===== config.mk =====
export PLATFORM = sky130hd
export DESIGN_NAME = FetchStage
export DESIGN_NICKNAME = d
export VERILOG_FILES = /design/src/logic/cpuPkg.sv /design/src/logic/FetchStage.sv
export SDC_FILE = /design/constraint.sdc
export NUM_CORES = 2
export LEC_CHECK = 0
export ABC_AREA = 1
export ABC_CLOCK_PERIOD_IN_PS = 1600
export BUFFER_PORTS_ARGS = -buffer_cell sky130_fd_sc_hd__buf_4
export CAP_MARGIN = 10
export CORE_ASPECT_RATIO = 1.25
export CORE_MARGIN = 4
export CORE_UTILIZATION = 45
export CTS_CLUSTER_DIAMETER = 150
export DETAILED_ROUTE_END_ITERATION = 6
export PLACE_DENSITY_LB_ADDON = 0.08
export REMOVE_ABC_BUFFERS = 1
export SYNTH_ARGS = -nofsm -noshare
export SYNTH_HDL_FRONTEND = slang
export SYNTH_SLANG_ARGS = --single-unit

===== constraint.sdc =====
create_clock -name clk -period 1.6 [get_ports clk]
set_input_delay 0.4 -clock clk [delete_from_list [all_inputs] [get_ports clk]]
set_output_delay 0.4 -clock clk [all_outputs]
set_load 0.02 [all_outputs]

===== src/logic/cpuPkg.sv =====
package cpuPkg;

  // --------------------------------------------------
  // widths and memory depths
  // --------------------------------------------------
  localparam int xlen          = 32;
  localparam int regIndexWidth = 5;
  localparam int imemDepth     = 64;
  localparam int dmemDepth     = 64;
  localparam int imemAddrWidth = $clog2(imemDepth); // word address, not byte.
  localparam int dmemAddrWidth = $clog2(dmemDepth);

  // major opcodes of the supported subset.
  localparam logic [6:0] opRType = 7'b0110011;
  localparam logic [6:0] opIType = 7'b0010011;
  localparam logic [6:0] opLoad  = 7'b0000011;
  localparam logic [6:0] opStore = 7'b0100011;

  // ALU operation class handed from decode to execute.
  localparam logic [1:0] aluOpMem = 2'b00;
  localparam logic [1:0] aluOpReg = 2'b10;
  localparam logic [1:0] aluOpImm = 2'b11;

  localparam logic [3:0] aluAnd = 4'b0000;
  localparam logic [3:0] aluOr  = 4'b0001;
  localparam logic [3:0] aluAdd = 4'b0010;
  localparam logic [3:0] aluSub = 4'b0110;
  localparam logic [3:0] aluSlt = 4'b0111;

  // operand source picked by the forwarding logic.
  localparam logic [1:0] fwdNone      = 2'b00;
  localparam logic [1:0] fwdWriteback = 2'b01;
  localparam logic [1:0] fwdMemory    = 2'b10;

  // --------------------------------------------------
  // instruction word, seen through each base format
  // --------------------------------------------------
  typedef union packed {
    struct packed {
      logic [6:0] funct7;
      logic [4:0] rs2;
      logic [4:0] rs1;
      logic [2:0] funct3;
      logic [4:0] rd;
      logic [6:0] opcode;
    } rFormat;
    struct packed {
      logic [11:0] imm12;
      logic [4:0]  rs1;
      logic [2:0]  funct3;
      logic [4:0]  rd;
      logic [6:0]  opcode;
    } iFormat;
    struct packed {
      logic [6:0] immHigh;
      logic [4:0] rs2;
      logic [4:0] rs1;
      logic [2:0] funct3;
      logic [4:0] immLow;
      logic [6:0] opcode;
    } sFormat;
  } instrWord;

endpackage

===== src/logic/FetchStage.sv =====
`timescale 1ns/1ps

module FetchStage (
  input  logic                             clk,
  input  logic                             arstN,
  input  logic                             run,
  input  logic                             stall,
  input  logic                             imemLoad,
  input  logic [cpuPkg::imemAddrWidth-1:0] imemLoadAddress,
  input  logic [cpuPkg::xlen-1:0]          imemLoadData,
  output cpuPkg::instrWord                 idInstruction,
  output logic                             idValid
);
  import cpuPkg::*;

  logic [xlen-1:0] pc;
  logic [xlen-1:0] instructionMemory [imemDepth];
  logic [xlen-1:0] fetchedWord;

  assign fetchedWord = instructionMemory[pc[imemAddrWidth+1:2]]; // drop the byte offset.

  always_ff @(posedge clk) begin
    if (imemLoad) begin
      instructionMemory[imemLoadAddress] <= imemLoadData;
    end
  end

  always_ff @(posedge clk or negedge arstN) begin
    if (!arstN) begin
      pc <= '0;
    end else if (!run) begin
      pc <= '0; // the first fetch after run rises is word zero.
    end else if (!stall) begin
      pc <= pc + 4;
    end
  end

  // --------------------------------------------------
  // fetch/decode register
  // --------------------------------------------------
  always_ff @(posedge clk or negedge arstN) begin
    if (!arstN) begin
      idValid <= 1'b0;
    end else if (!stall) begin
      idValid <= run;
    end
  end

  always_ff @(posedge clk) begin
    if (!stall) begin
      idInstruction <= fetchedWord;
    end
  end

endmodule


## Word-level counts from Yosys, hierarchy flattened

Memories as Yosys holds them, arrays and structs flattened. A register that Yosys moved wholly into a read port is not among the register bits.
Index checks and enable logic that the tools add are counted.

- Add/subtract/negate cells: 1
- Eq/ne operators: 1
- Muxes and demuxes: 4
- Reductions and logical operators: 1

Operators by type and width:

| cell | count |
|---|---|
| 2-to-1 mux 32 bit | 2 |
| adder 32 x 3 -> 32 bit, second input constant | 1 |
| 2-to-1 mux 1 bit | 2 |
| != test 2 bit, second input constant | 1 |
| zero test 1 bit | 1 |

- RAM bits: 2048
- Memories kept: 1
- Output and inout bits: 33
- Register bits: 33

Memories:

| memory | depth | bits a word | read ports | clocked after Yosys merged registers in | write ports | line | RTL |
|---|---|---|---|---|---|---|---|
| instructionMemory | 64 | 32 | 1 | 1 | 1 | FetchStage.sv:17 | `logic [xlen-1:0] instructionMemory [imemDepth];` |

## Logic depth before layout (Yosys ltp)

- Depth after elaboration: 3
- Gate-level depth with buffers: 13
- Mapped depth without buffers: 9

## Least setup slack after synthesis

No wires, ideal clock.

- Path kind: input to register
- From: input port imemLoad
- To: memory instructionMemory[48][0], enable pin
- Cell stages on the path: 3
- Path slack: -2930 ps
- Arrival time: 4028 ps
- Buffers on the path: 1
- Library setup time: 502 ps
- Cell sequence: clkbuf_1 -> nand4_1 -> nor4_1

- Longest elaborated chain between the ends: 2

RTL lines:

| what | line | RTL |
|---|---|---|
| start, declared | FetchStage.sv:8 | `input logic imemLoad,` |
| 2-to-1 mux 1 bit | FetchStage.sv:23 | `if (imemLoad) begin` |
| 2-to-1 mux 1 bit (implied by the code) | FetchStage.sv:24 | `instructionMemory[imemLoadAddress] <= imemLoadData;` |
| end, declared | FetchStage.sv:17 |  |

No other way between the ends.

==> metrics.cfg <==
[synthesis]
yosys.area_share.simple = 0.2209
yosysMostFrequentCell = nand2_1
async_flop_share = 0.003354
synth_fa_ha_area_frac = 0.0001501
synth_cells = 6817
ys_types = 22
synth_top_family_by_area = simple AND/OR/NAND/NOR gates
synth-compound-area-share = 0.0003903
seq_area_frac_synth = 0.7514
synth.mux.area_fraction = 0
yosys-top-cells-area = edfxtp_1 75%, nand3_1 11%, nand2_1 10%, buf_2 1.6%, clkbuf_1 0.41%
synth.avg_cell_area_um2 = 12.23
synth-seq-cells = 2087
synth_top_flop_cell = edfxtp_1
synth_area_mm2 = 0.08336
synth_edf_count = 2080
synth_commonest_cells = 2278 x nand2_1, 2080 x edfxtp_1, 1897 x nand3_1, 262 x buf_2, 90 x clkbuf_1
synth_warnings = 0
yosysTopAreaCell = edfxtp_1
synth_top_area_share = 0.7493
synth_xor_area_frac = 0

[critical_path]
cpMostUsedCell = nand2_1
cp_cell_sequence = buf_12 > buf_16 > buf_12 > buf_16 > buf_4 > nand2_1 > nand3_1 > nand3_1 > nand3_2 > nand3_2 > nand2_1 > nand2_1 > nand2_1
crit_path_end_kind = flip-flop
start_kind = flip-flop
reg2reg_setup_slack_ns = -0.67
arrival_ns = 2.86
crit_required_ns = 2.19
critPathKind = reg -> reg
path_max_fanout = 8
cp_slowest_cell = dfrtp_4
critPathMaxStageDelay_ns = 0.52

[die]
core_mm2 = 0.1841
dieArea_mm2 = 0.1922
fp.dieW_um = 393.0
io_pins = 76
fp-row-count = 176
start_util = 0.4528
die_y_um = 489.2

[placement]
place_congestion = 0.8295
hpwl_mm = 155.6
port_buffers = 75
dp.cells = 9495
dp_slack_ns = -1.194

[sta]
fin_crit_ns = 2.272
tightestPinTransition_ns = 0.6854
slew_viol_final = 0
setup_tns_ns = -30.46
hold_viol = 0
max-slew-margin-rel = 0.5431
rsz0062_at_grt = true
finalWorstSetupSlack_ns = -0.6723
finClkSkew_ns = 0.03210
max_freq_ghz = 0.4401
min_period_over_period = 1.420
setup_viol = 70

[finish]
finalNetCount = 7534
layout-drive-gt1-share = 0.2399
area_growth_pct = 29.07
utilization = 0.5844
stdcell_count = 10069
fillers = 14629

[detailed_routing]
vias = 57224
dr.pass1.iters = 5
wl_per_cell_um = 26.17
dr.first_iter.drc_count = 5718
detail_route.vias_per_cell = 5.683
antenna_left = 0
wl_mm = 263.5
drcViolationCount = 0

[global_route]
use_met3 = 0.03574
grt_max_degree = 65
grt_pass1_vias = 55166
grt_pass1_wl_mm = 380.4
grt_usage = 0.2701
antenna_found_initial = 5
busiest_layer = met2
grt_overflow_total = 0
met2_usage = 0.4524
grt_use_met1 = 0.3741

[clock_network]
cts_buffers = 200
cts_buffer_depth = 3
numClockSinks = 2087
clkLatencyLatePin_ns = 0.84
cts_tree = yes
root_buffer = clkbuf_16
cts.clk_slew.worst_paths_ns = 0.06
cts_max_level = 4

[run_status]
violations = negative setup slack
status = finished with violations

[worst_hold_path]
hold_path_class = in -> reg

[power_and_ir_drop]
power_uw = 119200
leakage_uw = 0.03885
powerDensity_mw_per_mm2 = 1108
vdd_drop_max_mv = 1.150

[run]
timing.max_cap.violations = 0

## logic make-up after synthesis
group,count (synthesis)
buf+inv,467
compound gates,6
flops,2087
simple gates,4256
fa+ha+maj,1
## power breakdown
part	switching, uW	internal, uW
clock	20400	25900
combinational	7160	4960
sequential	246	60600
total	27800	91400
## flip-flops by register name, indices dropped and copies added, names as in the netlist
register           cells
idInstruction         32
instructionMemory   2048
pc                     6
idValid                1
## repair_timing
action                                  in CTS  in global routing
gates cloned                                55                 16
hold endpoints to repair                   321                  0
endpoints found under the setup margin      70                 71
setup buffers                              103                 17
pin swaps                                  236                146
resized for setup                          819                251
hold buffers                                27                  0
## metrics by stage
step                hold slack (ns)  instance area (um2)
floorplan                    0.1044                81150
global route                0.05343               107600
finish                      0.06158               107600
global placement             0.2563                93590
detailed placement           0.2511                93590
CTS                         0.01617               106200
## area by class of cell
| type | count | area, um2 | share of cell area |
|---|---|---|---|
| clock inverter | 125 | 985.9 | 0.009164 |
| sequential | 2087 | 62660 | 0.5824 |
| multi-input combinational | 4263 | 22120 | 0.2056 |
| clock buffer | 250 | 5320 | 0.04945 |
| timing repair inverter | 2 | 36.28 | 0.0003373 |
| antenna | 3 | 7.507 | 0.00006978 |
| tap | 2403 | 3007 | 0.02795 |
| inverter | 16 | 123.9 | 0.001151 |
| timing repair buffer | 920 | 13330 | 0.1239 |
## layout by cell type (no fill, tap or decap), types with 15 or more instances in the layout
master	n
buf_12	322
buf_16	60
buf_4	355
buf_6	106
buf_8	23
bufinv_16	15
clkbuf_1	44
clkbuf_16	222
clkinv_1	63
clkinv_2	32
dlygate4sd3_1	27
edfxtp_1	2080
nand2_1	2118
nand2_2	108
nand2_4	51
nand3_1	1471
nand3_2	383
nand3_4	43
nor2_4	56
## routing by layer
metal	up-vias	part of all wire
met3	407	0.066
met2	2107	0.49
met1	28932	0.42
met4	0	0.026
li1	25778	-
met5	-	0
## final timing paths
kind	start	endpoint	depth (start not counted)
worst max-delay path	pc[2]	idInstruction[18]	13
worst min register to register	pc[7]	pc[7]	2
min in group asynchronous	arstN	idValid	3
max in group asynchronous	arstN	pc[3]	3
worst min-delay path	imemLoadData[17]	instructionMemory[51][17]	2
worst max register to register	pc[2]	idInstruction[18]	13
## critical path: cells and delay by family (launching register included)
| kind | cells | cell delay, ns |
|---|---|---|
| buf+inv | 5 | 0.76 |
| flops | 1 | 0.52 |
| simple gates | 8 | 0.70 |
Power figures use the tool's default switching activity.
