**src/logic/cpuPkg.sv**
```systemverilog
package cpuPkg;

  // --------------------------------------------------
  // widths and memory depths
  // --------------------------------------------------
  localparam int xlen          = 32;
  localparam int regIndexWidth = 5;
  localparam int imemDepth     = 64;
  localparam int dmemDepth     = 64;
  localparam int imemAddrWidth = $clog2(imemDepth); // word address, not byte.
  localparam int dmemAddrWidth = $clog2(dmemDepth);

  // major opcodes of the supported subset.
  localparam logic [6:0] opRType = 7'b0110011;
  localparam logic [6:0] opIType = 7'b0010011;
  localparam logic [6:0] opLoad  = 7'b0000011;
  localparam logic [6:0] opStore = 7'b0100011;

  // ALU operation class handed from decode to execute.
  localparam logic [1:0] aluOpMem = 2'b00;
  localparam logic [1:0] aluOpReg = 2'b10;
  localparam logic [1:0] aluOpImm = 2'b11;

  localparam logic [3:0] aluAnd = 4'b0000;
  localparam logic [3:0] aluOr  = 4'b0001;
  localparam logic [3:0] aluAdd = 4'b0010;
  localparam logic [3:0] aluSub = 4'b0110;
  localparam logic [3:0] aluSlt = 4'b0111;

  // operand source picked by the forwarding logic.
  localparam logic [1:0] fwdNone      = 2'b00;
  localparam logic [1:0] fwdWriteback = 2'b01;
  localparam logic [1:0] fwdMemory    = 2'b10;

  // --------------------------------------------------
  // instruction word, seen through each base format
  // --------------------------------------------------
  typedef union packed {
    struct packed {
      logic [6:0] funct7;
      logic [4:0] rs2;
      logic [4:0] rs1;
      logic [2:0] funct3;
      logic [4:0] rd;
      logic [6:0] opcode;
    } rFormat;
    struct packed {
      logic [11:0] imm12;
      logic [4:0]  rs1;
      logic [2:0]  funct3;
      logic [4:0]  rd;
      logic [6:0]  opcode;
    } iFormat;
    struct packed {
      logic [6:0] immHigh;
      logic [4:0] rs2;
      logic [4:0] rs1;
      logic [2:0] funct3;
      logic [4:0] immLow;
      logic [6:0] opcode;
    } sFormat;
  } instrWord;

endpackage
```
**src/logic/DecodeStage.sv**
```systemverilog
`timescale 1ns/1ps

module DecodeStage (
  input  logic                             clk,
  input  logic                             arstN,
  input  cpuPkg::instrWord                 idInstruction,
  input  logic                             idValid,
  input  logic                             wbWrite,
  input  logic [cpuPkg::regIndexWidth-1:0] wbIndex,
  input  logic [cpuPkg::xlen-1:0]          wbData,
  output logic                             stall,
  output logic [cpuPkg::xlen-1:0]          exLhsValue,
  output logic [cpuPkg::xlen-1:0]          exRhsValue,
  output logic [cpuPkg::regIndexWidth-1:0] exLhsIndex,
  output logic [cpuPkg::regIndexWidth-1:0] exRhsIndex,
  output logic [cpuPkg::regIndexWidth-1:0] exWriteIndex,
  output logic [cpuPkg::xlen-1:0]          exImmediate,
  output logic [2:0]                       exFunct3,
  output logic [6:0]                       exFunct7,
  output logic [1:0]                       exAluOp,
  output logic                             exAluSrc,
  output logic                             exMemRead,
  output logic                             exMemWrite,
  output logic                             exMemToReg,
  output logic                             exRegWrite
);
  import cpuPkg::*;

  logic [xlen-1:0]          registers [32];
  logic [regIndexWidth-1:0] lhsIndex;
  logic [regIndexWidth-1:0] rhsIndex;
  logic [xlen-1:0]          lhsValue;
  logic [xlen-1:0]          rhsValue;
  logic [xlen-1:0]          immediate;
  logic [1:0]               aluOp;
  logic                     aluSrc;
  logic                     memRead;
  logic                     memWrite;
  logic                     memToReg;
  logic                     regWrite;
  logic                     keepControls;

  assign lhsIndex = idInstruction.rFormat.rs1;
  assign rhsIndex = idInstruction.rFormat.rs2;

  // --------------------------------------------------
  // register file
  // --------------------------------------------------
  always_ff @(posedge clk) begin
    if (wbWrite) begin
      registers[wbIndex] <= wbData;
    end
  end

  // x0 reads as zero; a write in this cycle is passed straight through.
  assign lhsValue = (lhsIndex == '0) ? '0 :
                    (wbWrite && wbIndex == lhsIndex) ? wbData : registers[lhsIndex];
  assign rhsValue = (rhsIndex == '0) ? '0 :
                    (wbWrite && wbIndex == rhsIndex) ? wbData : registers[rhsIndex];

  // --------------------------------------------------
  // control and immediate
  // --------------------------------------------------
  always_comb begin
    aluOp    = aluOpMem;
    aluSrc   = 1'b0;
    memRead  = 1'b0;
    memWrite = 1'b0;
    memToReg = 1'b0;
    regWrite = 1'b0;
    case (idInstruction.rFormat.opcode)
      opRType: begin
        aluOp    = aluOpReg;
        regWrite = 1'b1;
      end
      opIType: begin
        aluOp    = aluOpImm;
        aluSrc   = 1'b1;
        regWrite = 1'b1;
      end
      opLoad: begin
        aluSrc   = 1'b1;
        memRead  = 1'b1;
        memToReg = 1'b1;
        regWrite = 1'b1;
      end
      opStore: begin
        aluSrc   = 1'b1;
        memWrite = 1'b1;
      end
      default: ; // anything else travels on as a bubble.
    endcase
  end

  always_comb begin
    if (idInstruction.sFormat.opcode == opStore) begin
      immediate = {{(xlen-12){idInstruction.sFormat.immHigh[6]}},
                   idInstruction.sFormat.immHigh, idInstruction.sFormat.immLow};
    end else begin
      immediate = {{(xlen-12){idInstruction.iFormat.imm12[11]}}, idInstruction.iFormat.imm12};
    end
  end

  // the load in execute has not read memory yet, so its consumer waits one cycle.
  assign stall = idValid && exMemRead &&
                 (exWriteIndex == lhsIndex || exWriteIndex == rhsIndex);
  assign keepControls = idValid && !stall;

  // --------------------------------------------------
  // decode/execute register
  // --------------------------------------------------
  always_ff @(posedge clk or negedge arstN) begin
    if (!arstN) begin
      {exAluOp, exAluSrc, exMemRead, exMemWrite, exMemToReg, exRegWrite} <= '0;
    end else if (keepControls) begin
      {exAluOp, exAluSrc, exMemRead, exMemWrite, exMemToReg, exRegWrite} <=
        {aluOp, aluSrc, memRead, memWrite, memToReg, regWrite};
    end else begin
      {exAluOp, exAluSrc, exMemRead, exMemWrite, exMemToReg, exRegWrite} <= '0;
    end
  end

  always_ff @(posedge clk) begin
    exLhsValue   <= lhsValue;
    exRhsValue   <= rhsValue;
    exLhsIndex   <= lhsIndex;
    exRhsIndex   <= rhsIndex;
    exWriteIndex <= idInstruction.rFormat.rd;
    exImmediate  <= immediate;
    exFunct3     <= idInstruction.rFormat.funct3;
    exFunct7     <= idInstruction.rFormat.funct7;
  end

endmodule

```
**config.mk**
```make
export PLATFORM = sky130hd
export DESIGN_NAME = DecodeStage
export DESIGN_NICKNAME = d
export VERILOG_FILES = /design/src/logic/cpuPkg.sv /design/src/logic/DecodeStage.sv
export SDC_FILE = /design/constraint.sdc
export NUM_CORES = 1
export LEC_CHECK = 0
export BUFFER_PORTS_ARGS = -buffer_cell sky130_fd_sc_hd__buf_4
export CORE_MARGIN = 5
export CORE_UTILIZATION = 48
export CTS_CLUSTER_DIAMETER = 120
export DETAILED_ROUTE_END_ITERATION = 7
export GPL_ROUTABILITY_DRIVEN = 0
export PLACE_DENSITY = 0.6
export SETUP_SLACK_MARGIN = 0.15
export SLEW_MARGIN = 20
export SYNTH_ARGS = -nofsm -noshare
export SYNTH_HDL_FRONTEND = slang
export SYNTH_SLANG_ARGS = --single-unit
```
**constraint.sdc**
```tcl
create_clock -name clk -period 5.71 [get_ports clk]
set_clock_uncertainty 0.1 [all_clocks]
set_input_delay 0.571 -clock clk [delete_from_list [all_inputs] [get_ports clk]]
set_output_delay 0.571 -clock clk [all_outputs]
set_load 0.05 [all_outputs]
```
After elaboration in Yosys (flattened, before gate mapping)
Memory sizes are Yosys's and may differ from the RTL's. A register that Yosys moved wholly into a read port is not among the register bits.
Cells that the tools add are included.
- register bits after elaboration: 43
- bits in writable memories: 1024
- input bits: 73
- output and inout port bits: 129
- logic and storage cells: 40
- memories kept: 1
- equality and inequality tests: 6
- muxes and demuxes: 13
- reductions and logical operators: 9
- memories (memory ; words ; bits a word ; rd ports ; clocked after memory_dff ; write ports ; RTL line ; RTL):
    registers ; 32 ; 32 ; 2 ; 2 ; 1 ; DecodeStage.sv:29 ; logic [xlen-1:0] registers [32];
- operators with widths (kind ; number):
    equality test 7 x 6 -> 1 bit (second input constant) ; 2
    equality test 5 bit ; 2
    zero test 5 bit ; 2
    two-way mux 1 bit ; 10
    equality test 7 x 2 -> 1 bit (second input constant) ; 1
    equality test 7 x 5 -> 1 bit (second input constant) ; 1
    OR reduction 3 bit ; 2
    two-way mux 5 bit ; 1
    case mux 2 bit (2 select lines) ; 1
    logical AND 1 bit ; 3
    two-way mux 2 bit ; 1
    zero test 1 bit ; 1
    logical OR 1 bit ; 1

Logic depth before layout (Yosys ltp)
- word-level depth: 6
- gate-level depth with buffers: 10
- depth with buffers taken out: 5

Worst setup path before layout
Ideal clock, no wire load.
- kind: input to output
- from: in idInstruction[20] (netlist name)
- to: out stall
- arrival: 2.909 ns
- path slack: 2.130 ns
- stages on the path: 9
- path buffers: 5
- path through: buf_6 buf_12 buf_12 buf_12 buf_6 xor2_1 nor3_1 a22oi_1 nor3b_1
- longest elaborated chain between the ends: 3
- RTL lines (what ; RTL line ; RTL):
    start, declared ; DecodeStage.sv:6 ; input cpuPkg::instrWord idInstruction,
    equality test 5 bit ; DecodeStage.sv:106 ; (exWriteIndex == lhsIndex || exWriteIndex == rhsIndex);
    logical OR 1 bit ; DecodeStage.sv:106 ;
    logical AND 1 bit ; DecodeStage.sv:105 ; assign stall = idValid && exMemRead &&
    end, declared ; DecodeStage.sv:11 ; output logic stall,
No other way between the ends.

Worst setup path after layout
- from: in idInstruction[21] (netlist name)
- to: out stall
Same word-level chain as after synthesis.

==> metrics.cfg <==
[outcome]
run_status=finished, final reports clean

[final_layout]
final_cell_mix=edfxtp_1 (1,024), mux4_2 (386), mux2i_1 (295), buf_4 (278), clkbuf_16 (120)
area_growth_pct=14.2
fin_cells=4410
fillers=8074
final_common_cell=edfxtp_1
drive_above_1_share_pct=32.2
nNetsFinal=2978

[worst_setup_path]
r2r_end=exMemToReg
worstReg2RegStart=exWriteIndex[1]
rrSetupSlack_ns=3.56
crit_start=idInstruction[21]
critPathArrivalTime_ns=3.02
worstSetupPathType=in2out
critPathRequiredTime_ns=5.04
crit_path_max_fanout=105
endpoint_kind=output port
r2r_cells=6
crit_path_start_kind=input pin

[grt]
grt_pass1_vias=30664
grt_max_degree=106
track_usage_pct=28.7
antenna_found_initial=16
globalRouteOverflowTotal=0
grt_pass1_wl_mm=229

[floorplanning]
fp.dieH_um=336
rows=119
die_x_um=336
initial_core_util_pct=48.4
pin_count=202
core_mm2=0.105
die_area_mm2=0.113

[power_and_ir_drop]
comb_power_share_pct=9.9
sw_frac_of_total_pct=23.7
seqPwrFrac_pct=47.9
p_sw_w=0.00459
leakagePower_nw=19.5
clockPowerShare_pct=42.2
powerDensity_mw_per_mm2=332
internal_power_w=0.0148
ir_worst_vdd_mv=0.279
power_w=0.0193

[worst_hold_path]
hp-start=idValid
worstHoldEndpoint=exMemWrite
min_path_cells=3
hp-class=in2reg

[place]
dp_cells=4156
hpwl_mm=95.2
io_buffers=201
dpl_worst_slack_ns=1.92

[timing]
hold_ws_ns=0.0658
hold_viol=0
timing_max_transition_violations_final=0
fmax_ghz=0.271
setup_ws_ns=2.02
tns_ns=0
period_minus_slack_ns=3.69
setup_viol=0
post-route-period-util_pct=64.6
relSlewSlack_pct=9.74
rsz0062_at_grt=false
worst_pin_slew_ns=1.35

[clock_network]
tritoncts=yes
cts.sinks=1124
cts_made_buffers=118
max-clock-path-buffers=3
htree_num_levels=3
cts_root_buf=clkbuf_16
post-cts-setup-buffer-count=0
worst_skew_pair.late_latency_ns=0.72
clkTransAtPathRegs_ns=0.06

[logic_synthesis]
synth.distinct_cells=58
ys_ff_latch=1124
yosysTopAreaCellShare_pct=60.2
syn_nets=2792
synth-warning-count=0
syn_area_mm2=0.0510
yosys-top-cells-area=edfxtp_1 (60%), mux4_2 (17%), mux2i_1 (5.8%)
synth-main-ff-cell=edfxtp_1
synth_sequential_area_ratio_pct=64.2
synth-edff-count=1024
yosys.area.top_type=edfxtp_1
postSynth.asyncResetShare_pct=0.534
syn_inst=2719
synth_area_per_cell_um2=18.8

[detailed_routing]
drtAntennaViolNets=0
drtIter0Drc=4566
wire_per_inst_um=37.2
drc=0
dr.pass1.iters=6
vias=30383
vias_per_cell=6.89
totalWireLength_mm=164

[flow_run]
maxCapViolations=0

## power groups by stage
| stage | logic, W | registers, W | clock network [W] |
|---|---|---|---|
| after floorplan | 0.000987 | 0.00963 | 0 |
| after global placement | 0.00188 | 0.00944 | 0 |
| after detailed placement | 0.00190 | 0.00944 | 0 |
| after CTS | 0.00192 | 0.00927 | 0.00825 |
| after global routing | 0.00200 | 0.00928 | 0.00859 |
| final | 0.00192 | 0.00927 | 0.00816 |
## registers in the layout (all words and copies together), names as in the netlist
register / flops
registers: 1024
exLhsValue: 32
exRhsValue: 32
exFunct7: 7
exImmediate: 5
exLhsIndex: 5
exRhsIndex: 5
exWriteIndex: 5
exFunct3: 3
exAluOp: 2
exAluSrc: 1
exMemToReg: 1
exMemWrite: 1
exRegWrite: 1
## synth_stat cells (all sizes together) (5+ instances only)
master   count
a2111oi      7
a211o       22
a211oi      30
a21o         7
a21oi       48
a221o       23
a221oi      87
a22o         9
a22oi       37
a32o         6
and2        11
buf        152
clkbuf      94
dfrtp        6
dfxtp       94
edfxtp    1024
inv          6
mux2        49
mux2i      295
mux4       397
nand2       41
nand2b      17
nand3       12
nand3b       5
nor2        45
nor2b       26
nor3        14
nor3b       15
o21ai       36
o221ai      43
o311ai       8
o31ai       12
or3b         5
xnor2       10
xor2        10
## stage by stage
step | utilization, % | cell area, um2
3_3_place_gp | 51.1 | 53900
2_1_floorplan | - | 51000
6_report | 55.3 | 58300
3_5_place_dp | 51.2 | 53900
4_1_cts | 55.3 | 58300
5_1_grt | 55.3 | 58300
## per-layer routing
layer / up-vias / share of wire [%] / GRT usage, %
met2: 1925 / 46 / 44.4
li1: 12003 / - / -
met3: 320 / 11 / 6.29
met1: 16133 / 40 / 41.3
met5: - / 0.0079 / 0
met4: 2 / 3.7 / 9.16
## critical path, cell delays in order
cell and delay [ns]:
buf_8 0.63, buf_12 0.62, xor2_1 0.14, nor3_1 0.23, a22oi_1 0.15, nor3b_1 0.24, buf_4 0.24
## final cells by class
cell class | count | area, um2 | share of cell area (%)
Sequential cell | 1124 | 32800 | 56.2
Multi-Input combinational cell | 1342 | 17000 | 29.2
Clock buffer | 155 | 3250 | 5.58
Timing Repair Buffer | 313 | 2590 | 4.44
Tap cell | 1391 | 1740 | 2.99
Clock inverter | 70 | 877 | 1.50
Inverter | 6 | 25.0 | 0.0429
Antenna cell | 9 | 22.5 | 0.0386
## worst max-delay path by stage
stage,slack (ns),endpoint,cells past startpoint
final,2.02,stall,7
after global routing,1.89,stall,7
after CTS,1.97,stall,7
after detailed placement,1.92,exRhsValue[18],7
after global placement,1.80,exRhsValue[6],7
after floorplan,2.13,stall,9
## timing repair
item,in CTS,in global routing
gates resized for setup,0,0
hold buffers,20,0
hold endpoints to repair,30,0
## logic make-up after synthesis
logic type	synth area share, %
flip-flops	64.2
buffers and inverters	3.11
multiplexers	24.5
XOR/XNOR	0.343
AND/OR/NAND/NOR	2.01
AO/OA/AOI/OAI	5.85
(Power assumes the default switching activity.)
